File: config.mk
export PLATFORM = sky130hd
export DESIGN_NAME = wdata_align_top
export DESIGN_NICKNAME = d
export VERILOG_FILES = /design/src/common/wdata_align_pkg.sv /design/src/hw/skew_tracker/beat_delta_decode.sv /design/src/hw/skew_tracker/skew_counters.sv /design/src/hw/channel_gate.sv /design/src/hw/wlast_tracker.sv /design/src/hw/wdata_align_top.sv
export SDC_FILE = /design/constraint.sdc
export NUM_CORES = 1
export LEC_CHECK = 0
export BUFFER_PORTS_ARGS = -buffer_cell sky130_fd_sc_hd__buf_2
export CAP_MARGIN = 5
export CORE_UTILIZATION = 25
export DETAILED_ROUTE_END_ITERATION = 6
export PLACE_DENSITY = 0.46
export SLEW_MARGIN = 10
export SYNTH_ARGS = -nofsm -noshare
export SYNTH_HDL_FRONTEND = slang
export SYNTH_SLANG_ARGS = --single-unit
File: constraint.sdc
create_clock -name clk -period 9.71 [get_ports clk]
set_clock_uncertainty 0.2 [all_clocks]
set_input_delay 0.971 -clock clk [delete_from_list [all_inputs] [get_ports clk]]
set_output_delay 0.971 -clock clk [all_outputs]
set_load 0.05 [all_outputs]
File: src/common/wdata_align_pkg.sv
/* wdata align package
   limits, vector types and packed records shared by the AW/W alignment and hold block */
`default_nettype none

package wdata_align_pkg;

  // longest AXI burst the block accepts, in beats
  localparam int MaxBurstLen = 16;
  // skew that can be tracked, counted in maximum-length bursts
  localparam int MaxTransactionSkew = 2;
  // ceiling of either excess counter
  localparam int MaxExcessCount = MaxTransactionSkew * MaxBurstLen;
  // one length entry per burst of tracked skew
  localparam int LenFifoDepth = MaxTransactionSkew;
  // pointer and occupancy widths of the length FIFO
  localparam int LenPtrWidth = (LenFifoDepth > 1) ? $clog2(LenFifoDepth) : 1;
  localparam int LenCntWidth = $clog2(LenFifoDepth + 1);

  // AXI awlen, zero based
  typedef logic [$clog2(MaxBurstLen)-1:0] awlen_t;
  // beats moved in one cycle, 0 up to a full burst
  typedef logic [$clog2(MaxBurstLen + 1)-1:0] beat_len_t;
  // value of one excess counter, 0 up to MaxExcessCount
  typedef logic [$clog2(MaxExcessCount + 1)-1:0] excess_cnt_t;
  typedef logic [LenPtrWidth-1:0] len_ptr_t;
  typedef logic [LenCntWidth-1:0] len_cnt_t;

  // handshakes completed on the downstream side this cycle
  typedef struct packed {
    logic aw_beat;
    logic w_beat;
    awlen_t aw_len;
  } chan_beats_t;

  // net AW versus W growth this cycle; at most one direction bit is set
  typedef struct packed {
    logic aw_ahead;
    logic w_ahead;
    beat_len_t mag;
  } beat_delta_t;

  // flags the gate needs from the two excess counters
  typedef struct packed {
    logic aw_excess;
    logic w_excess;
    logic aw_full;
    logic w_full;
    logic aligned;
  } skew_status_t;

endpackage

`default_nettype wire

File: src/hw/skew_tracker/beat_delta_decode.sv
/* beat delta decode
   turns the AW and W beats forwarded this cycle into a direction and a magnitude */
`timescale 1ns/1ps
`default_nettype none

module beat_delta_decode (
  input  wdata_align_pkg::chan_beats_t beats,
  output wdata_align_pkg::beat_delta_t delta
);

  import wdata_align_pkg::*;

  // beats promised by an AW forwarded this cycle
  beat_len_t aw_burst_len;
  // contribution of each channel in this cycle
  beat_len_t aw_incr;
  beat_len_t w_incr;

  // awlen is zero based, so a burst carries one beat more than the field says.
  // the sum is done at beat_len_t width so a 16-beat burst does not wrap to 0
  assign aw_burst_len = beat_len_t'(beats.aw_len) + beat_len_t'(1);

  // an AW handshake adds its whole burst at once
  assign aw_incr = beats.aw_beat ? aw_burst_len : '0;

  // a W handshake is always a single beat
  assign w_incr = beats.w_beat ? beat_len_t'(1) : '0;

  always_comb begin
    delta.aw_ahead = 1'b0;
    delta.w_ahead = 1'b0;
    delta.mag = '0;
    if (aw_incr > w_incr) begin
      // AW promised more than W delivered this cycle
      delta.aw_ahead = 1'b1;
      delta.mag = aw_incr - w_incr;
    end else if (w_incr > aw_incr) begin
      // a lone W beat with no AW in the same cycle
      delta.w_ahead = 1'b1;
      delta.mag = w_incr - aw_incr;
    end
    // equal growth leaves both flags low and the magnitude at zero
  end

endmodule

`default_nettype wire

File: src/hw/skew_tracker/skew_counters.sv
/* skew counters
   excess-AW and excess-W beat counters and the status flags taken from them */
`timescale 1ns/1ps
`default_nettype none

module skew_counters (
  input  logic clk,
  input  logic rst,
  input  wdata_align_pkg::beat_delta_t delta,
  output wdata_align_pkg::skew_status_t status
);

  import wdata_align_pkg::*;

  // W beats still owed to AW bursts that went downstream
  excess_cnt_t excess_aw;
  // W beats sent with no AW to cover them yet
  excess_cnt_t excess_w;
  // the delta magnitude at counter width
  excess_cnt_t mag;
  // portion of the delta that cancels the opposite counter
  excess_cnt_t w_cancel;
  excess_cnt_t aw_cancel;
  excess_cnt_t excess_aw_next;
  excess_cnt_t excess_w_next;

  assign mag = excess_cnt_t'(delta.mag);

  // an AW-ahead delta eats into the W excess first, never below zero
  assign w_cancel = (mag < excess_w) ? mag : excess_w;

  // a W-ahead delta eats into the AW excess first
  assign aw_cancel = (mag < excess_aw) ? mag : excess_aw;

  // whatever is left after cancelling lands on the growing side,
  // which keeps at most one of the two counters non-zero
  always_comb begin
    excess_aw_next = excess_aw;
    excess_w_next = excess_w;
    if (delta.aw_ahead) begin
      excess_w_next = excess_w - w_cancel;
      excess_aw_next = excess_aw + (mag - w_cancel);
    end else if (delta.w_ahead) begin
      excess_aw_next = excess_aw - aw_cancel;
      excess_w_next = excess_w + (mag - aw_cancel);
    end
  end

  always_ff @(posedge clk) begin
    if (rst) begin
      excess_aw <= '0;
      excess_w <= '0;
    end else begin
      excess_aw <= excess_aw_next;
      excess_w <= excess_w_next;
    end
  end

  // which side is ahead, taken from the registered values
  assign status.aw_excess = (excess_aw > excess_w);
  assign status.w_excess = (excess_w > excess_aw);

  // no room left for another maximum-length AW burst
  assign status.aw_full = (excess_aw >= excess_cnt_t'(MaxExcessCount - MaxBurstLen));

  // no room left for one more lone W beat
  assign status.w_full = (excess_w >= excess_cnt_t'(MaxExcessCount - 1));

  // every forwarded AW burst has all its data
  assign status.aligned = (excess_aw == '0) && (excess_w == '0);

endmodule

`default_nettype wire

File: src/hw/channel_gate.sv
/* channel gate
   holds off AW and W on skew, feeds fake W during alignment and signals done */
`timescale 1ns/1ps
`default_nettype none

module channel_gate (
  // upstream side
  input  logic upstream_awvalid,
  output logic upstream_awready,
  input  wdata_align_pkg::awlen_t upstream_awlen,
  input  logic upstream_wvalid,
  output logic upstream_wready,
  // downstream side
  output logic downstream_awvalid,
  input  logic downstream_awready,
  output logic downstream_wvalid,
  input  logic downstream_wready,
  // isolator handshake
  input  logic align_and_hold_req,
  output logic align_and_hold_done,
  // state from the tracker and the length FIFO
  input  wdata_align_pkg::skew_status_t status,
  input  logic len_fifo_ready,
  output wdata_align_pkg::chan_beats_t beats
);

  import wdata_align_pkg::*;

  logic holdoff_aw;
  logic holdoff_w;
  // AW handshake completing downstream in this cycle
  logic aw_beat;
  // upstream is cut off and W is driven from inside the block
  logic fake_w;

  // an alignment request blocks upstream and fakes W for as long as it is high
  assign fake_w = align_and_hold_req;

  // done only needs the request and the registered counters,
  // so it cannot loop back through the holdoffs below
  assign align_and_hold_done = align_and_hold_req && status.aligned;

  assign aw_beat = downstream_awvalid && downstream_awready;

  // AW waits when another full burst would overflow the excess count,
  // when the length FIFO has no free entry,
  // or while an alignment is draining, since new bursts would only add work
  assign holdoff_aw = status.aw_full || !len_fifo_ready || align_and_hold_req;

  // W waits on a full W counter, on a W lead during alignment, once aligned and held,
  // and whenever no forwarded AW burst still needs data.
  // the last case is what keeps W from ever leading AW
  assign holdoff_w = status.w_full
                     || (align_and_hold_req && status.w_excess)
                     || align_and_hold_done
                     || !(status.aw_excess || aw_beat);

  // upstream ready follows downstream ready, so back-pressure passes straight through
  assign upstream_awready = downstream_awready && !holdoff_aw && !fake_w;
  assign upstream_wready = downstream_wready && !holdoff_w && !fake_w;

  // zero-cycle forwarding; during alignment the W valid comes from the request
  assign downstream_awvalid = upstream_awvalid && !holdoff_aw;
  assign downstream_wvalid = (upstream_wvalid || fake_w) && !holdoff_w;

  // report what actually went downstream to the tracker and the wlast logic.
  // the length is only meaningful together with aw_beat
  assign beats.aw_beat = aw_beat;
  assign beats.w_beat = downstream_wvalid && downstream_wready;
  assign beats.aw_len = upstream_awlen;

endmodule

`default_nettype wire

File: src/hw/wlast_tracker.sv
/* wlast tracker
   queues forwarded AW lengths and counts W beats to rebuild downstream wlast */
`timescale 1ns/1ps
`default_nettype none

module wlast_tracker (
  input  logic clk,
  input  logic rst,
  input  wdata_align_pkg::chan_beats_t beats,
  input  logic downstream_wready,
  output logic len_fifo_ready,
  output logic wlast
);

  import wdata_align_pkg::*;

  // length storage, payload only
  awlen_t len_mem [LenFifoDepth];
  len_ptr_t wr_ptr;
  len_ptr_t rd_ptr;
  len_cnt_t len_count;
  logic len_empty;
  // length of the burst that W is currently filling
  awlen_t head_len;
  // W beats already sent in the current burst
  awlen_t beat_cnt;
  // last beat of a burst is taken downstream
  logic pop_last;
  logic do_write;
  logic do_read;

  assign len_empty = (len_count == '0);

  // free entry available; the gate holds AW off otherwise
  assign len_fifo_ready = (len_count != len_cnt_t'(LenFifoDepth));

  // with nothing queued, the AW forwarded this same cycle is already the head.
  // W never leads AW, so an empty FIFO with a W beat always has that AW present
  assign head_len = len_empty ? beats.aw_len : len_mem[rd_ptr];

  // the beat whose index matches the zero-based length closes the burst
  assign wlast = (beat_cnt == head_len);

  // the burst retires when its final beat completes the downstream handshake
  assign pop_last = beats.w_beat && downstream_wready && wlast;

  // a single-beat burst that arrives and finishes in the same empty cycle
  // passes straight through and is never written
  assign do_write = beats.aw_beat && len_fifo_ready && !(len_empty && pop_last);
  assign do_read = pop_last && !len_empty;

  always_ff @(posedge clk) begin
    if (do_write) begin
      len_mem[wr_ptr] <= beats.aw_len;
    end
  end

  always_ff @(posedge clk) begin
    if (rst) begin
      wr_ptr <= '0;
      rd_ptr <= '0;
      len_count <= '0;
    end else begin
      if (do_write) begin
        wr_ptr <= (wr_ptr == len_ptr_t'(LenFifoDepth - 1)) ? '0 : wr_ptr + 1'b1;
      end
      if (do_read) begin
        rd_ptr <= (rd_ptr == len_ptr_t'(LenFifoDepth - 1)) ? '0 : rd_ptr + 1'b1;
      end
      // occupancy moves only when exactly one side is active
      if (do_write && !do_read) begin
        len_count <= len_count + 1'b1;
      end else if (do_read && !do_write) begin
        len_count <= len_count - 1'b1;
      end
    end
  end

  // beat position inside the burst at the FIFO head
  always_ff @(posedge clk) begin
    if (rst) begin
      beat_cnt <= '0;
    end else if (pop_last) begin
      beat_cnt <= '0;
    end else if (beats.w_beat) begin
      beat_cnt <= beat_cnt + 1'b1;
    end
  end

endmodule

`default_nettype wire

File: src/hw/wdata_align_top.sv
/* AW/W alignment and hold, top level
   ties skew tracking, channel gating and wlast regeneration together */
`timescale 1ns/1ps
`default_nettype none

module wdata_align_top (
  input  logic clk,
  input  logic rst,
  // upstream AW
  input  logic upstream_awvalid,
  output logic upstream_awready,
  input  wdata_align_pkg::awlen_t upstream_awlen,
  // upstream W, its wlast is rebuilt locally so it is not taken
  input  logic upstream_wvalid,
  output logic upstream_wready,
  // downstream AW
  output logic downstream_awvalid,
  input  logic downstream_awready,
  // downstream W
  output logic downstream_wvalid,
  input  logic downstream_wready,
  output logic downstream_wlast,
  // isolator handshake
  input  logic align_and_hold_req,
  output logic align_and_hold_done
);

  import wdata_align_pkg::*;

  // beats forwarded downstream in the current cycle
  chan_beats_t beats;
  // signed change of AW versus W beats for the counters
  beat_delta_t delta;
  // registered skew flags, they change one cycle after a forwarded beat
  skew_status_t status;
  // the length FIFO can take one more forwarded AW
  logic len_fifo_ready;

  // forwarded beats into a sign and magnitude
  beat_delta_decode beat_delta_decode_inst (
    .beats (beats),
    .delta (delta)
  );

  // excess-AW and excess-W counters
  skew_counters skew_counters_inst (
    .clk    (clk),
    .rst    (rst),
    .delta  (delta),
    .status (status)
  );

  // holdoffs, fake W insertion and the done flag
  channel_gate channel_gate_inst (
    .upstream_awvalid    (upstream_awvalid),
    .upstream_awready    (upstream_awready),
    .upstream_awlen      (upstream_awlen),
    .upstream_wvalid     (upstream_wvalid),
    .upstream_wready     (upstream_wready),
    .downstream_awvalid  (downstream_awvalid),
    .downstream_awready  (downstream_awready),
    .downstream_wvalid   (downstream_wvalid),
    .downstream_wready   (downstream_wready),
    .align_and_hold_req  (align_and_hold_req),
    .align_and_hold_done (align_and_hold_done),
    .status              (status),
    .len_fifo_ready      (len_fifo_ready),
    .beats               (beats)
  );

  // wlast comes from the queued AW lengths, so fake beats close bursts correctly
  wlast_tracker wlast_tracker_inst (
    .clk               (clk),
    .rst               (rst),
    .beats             (beats),
    .downstream_wready (downstream_wready),
    .len_fifo_ready    (len_fifo_ready),
    .wlast             (downstream_wlast)
  );

endmodule

`default_nettype wire

==> results_dict.tcl <==
set metrics [dict create \
    run_status "finished clean" \
    fill_cells 1412 \
    cts_max_level 2 \
    drv_slew 0 \
    routedWlPerCell_um 15.5 \
    grt_pass1_vias 2924 \
    critPathSlowestCell "a2111oi_0" \
    cp-start-kind "flop" \
    syn_area_um2 3370 \
    placed_cells 582 \
    seq_area_frac_synth_pct 19.6 \
    yosysMostFrequentCell "inv_1" \
    synth-seq-cells 29 \
    post_cts_buffers 0 \
    core-area_um2 13200 \
    yosysUniqueCellTypes 59 \
    fmax_ghz 0.119 \
    ys_top_cells_by_area "ha_1 (16%), dfxtp_1 (12%), fa_1 (7.1%)" \
    synth_top_cell_area_share_pct 16.0 \
    worstHoldPathType "flop to flop" \
    drtIter0Drc 216 \
    critPathTopFamily "compound AO/OA/AOI/OAI gates" \
    die_h_um 118 \
    cp-end-kind "flop" \
    ant_nets 0 \
    rsz0062_at_grt "no" \
    antenna_found_initial 0 \
    critPathArrivalTime_ps 8360 \
    wl_um 9150 \
    dieArea_um2 14000 \
    cts_root_buf "clkbuf_16" \
    synth-async-reset-ratio_pct 0 \
    r2r_setup_slack_ps 1300 \
    synth_warnings 0 \
    synth_edf_count 8 \
    ctsHoldBuffers 0 \
    numPortBuffers 16 \
    drv_cap 0 \
    critPathMaxFanout 17 \
    fin_hold_ws_ps 337 \
    critical_path_class "flop to flop" \
    cts_num_sinks 29 \
    post_cts_resized 0 \
    num_antenna_cells 0 \
    die_x_um 118 \
    drive_above_1_share_pct 11.1 \
    synth_area_leader_cell "ha_1" \
    insertion_delay_ps 280 \
    worst-path-buf-inv 5 \
    clkTransAtPathRegs_ps 60 \
    critical_path.max_stage_delay_ps 620 \
    dp_hpwl_um 7310 \
    ios 17 \
    grt_usage_pct 13.6 \
    avgViaCountPerCell 4.99 \
    syn_nets 463 \
    netlist_instances 397 \
    area_growth_pct 12.2 \
    grt_first_pass_wirelength_um 15100 \
    drc_errors 0 \
    multiInputGateArea_um2 2470 \
    cts_tree "done" \
    start_util_pct 25.6 \
    synth.top_cells.by_count "inv_1 (49), ha_1 (43), nand2_1 (27), nor2_1 (27), a21oi_1 (26)" \
    grt_max_degree 27 \
    finalSetupViolCount 0 \
    required_ps 9660 \
    final_cells 590 \
    vias 2942 \
    relSlewSlack_pct 48.9 \
    gr-total-overflow 0 \
    numCtsBuffers 5 \
    worst_pin_slew_ps 745 \
    hold_viol 0 \
    drtPass1Iterations 5 \
    nets 479 \
    clockBufferDepth 2 \
    rows 42 \
    layout.area.seq_um2 661 \
    synth_area_per_cell_um2 8.49 \
    ys.flop_type "dfxtp_1" \
    min_period_ps 8410 \
    post-route-period-util_pct 86.6 \
    setup_tns_ps 0 \
    gp_congestion 0.846 \
]
## through the flow
step           util (%)  worst slack [ps]  cell area, um2
3_5_place_dp       27.6              1320            3640
5_1_grt            28.7               631            3780
2_1_floorplan         -              2320            3370
4_1_cts            28.7              1370            3780
6_report           28.7              1300            3780
3_3_place_gp       27.6              1520            3640
## path summary, 6_finish.rpt
check / startpoint / end / depth (start not counted)
worst min-delay path: wlast_tracker_inst.beat_cnt[1] / wlast_tracker_inst.beat_cnt[1] / 2
worst min register to register: wlast_tracker_inst.beat_cnt[1] / wlast_tracker_inst.beat_cnt[1] / 2
worst max register to register: skew_counters_inst.excess_w[3] / skew_counters_inst.excess_aw[5] / 29
worst max-delay path: skew_counters_inst.excess_w[3] / skew_counters_inst.excess_aw[5] / 29
## layout by cell type (no fill, tap or decap), drive strengths merged, types with 11 or more instances in the layout
| cell type | netlist | final |
|---|---|---|
| nand2 | 27 | 27 |
| a211oi | 11 | 11 |
| o21ai | 15 | 15 |
| dfxtp | 21 | 21 |
| buf | 3 | 18 |
| inv | 49 | 49 |
| xnor2 | 12 | 12 |
| nor2 | 27 | 27 |
| ha | 43 | 43 |
| fa | 12 | 12 |
| mux2i | 16 | 16 |
| a21oi | 26 | 26 |
## worst min-delay path, stage by stage, from the launching register on
cell	delay [ps]
dfxtp_1	340
o21ai_0	80
a21oi_1	60
## state kept, by name, indices dropped and copies added (netlist names), named ones only
register	flops
wlast_tracker_inst.wr_ptr	1
wlast_tracker_inst.beat_cnt	4
wlast_tracker_inst.len_mem	8
wlast_tracker_inst.len_count	2
wlast_tracker_inst.rd_ptr	1
skew_counters_inst.excess_aw	6
skew_counters_inst.excess_w	6
## metal layers
layer / share of wire, % / GRT usage [%] / wire length [um]
met1: 49 / 18.4 / 4520
met2: 45 / 22.5 / 4120
met3: 3.5 / 1.88 / 320
met4: 2.2 / 3.77 / 197
met5: 0 / 0 / 0
## layout make-up
cell class | instances | area share (%)
Clock buffer | 5 | 3.31
Tap cell | 176 | 5.82
Clock inverter | 3 | 0.595
Inverter | 50 | 5.09
Multi-Input combinational cell | 309 | 65.2
Timing Repair Buffer | 18 | 2.51
Sequential cell | 29 | 17.5
## cells by family (layout without fill, tap and decap cells)
kind of cell / count (synthesis) / in the layout / share of synthesized area (%)
simple gates: 117 / 117 / 18.7
compound gates: 92 / 92 / 18.4
buf+inv: 59 / 76 / 7.20
fa+ha+maj: 55 / 55 / 23.1
flops: 29 / 29 / 19.6
mux: 26 / 26 / 8.09
xor+xnor: 19 / 19 / 4.94
Power is left out: the tool's default activity adds up to more than one toggle a clock period on the data nets, which glitch-free logic cannot reach.
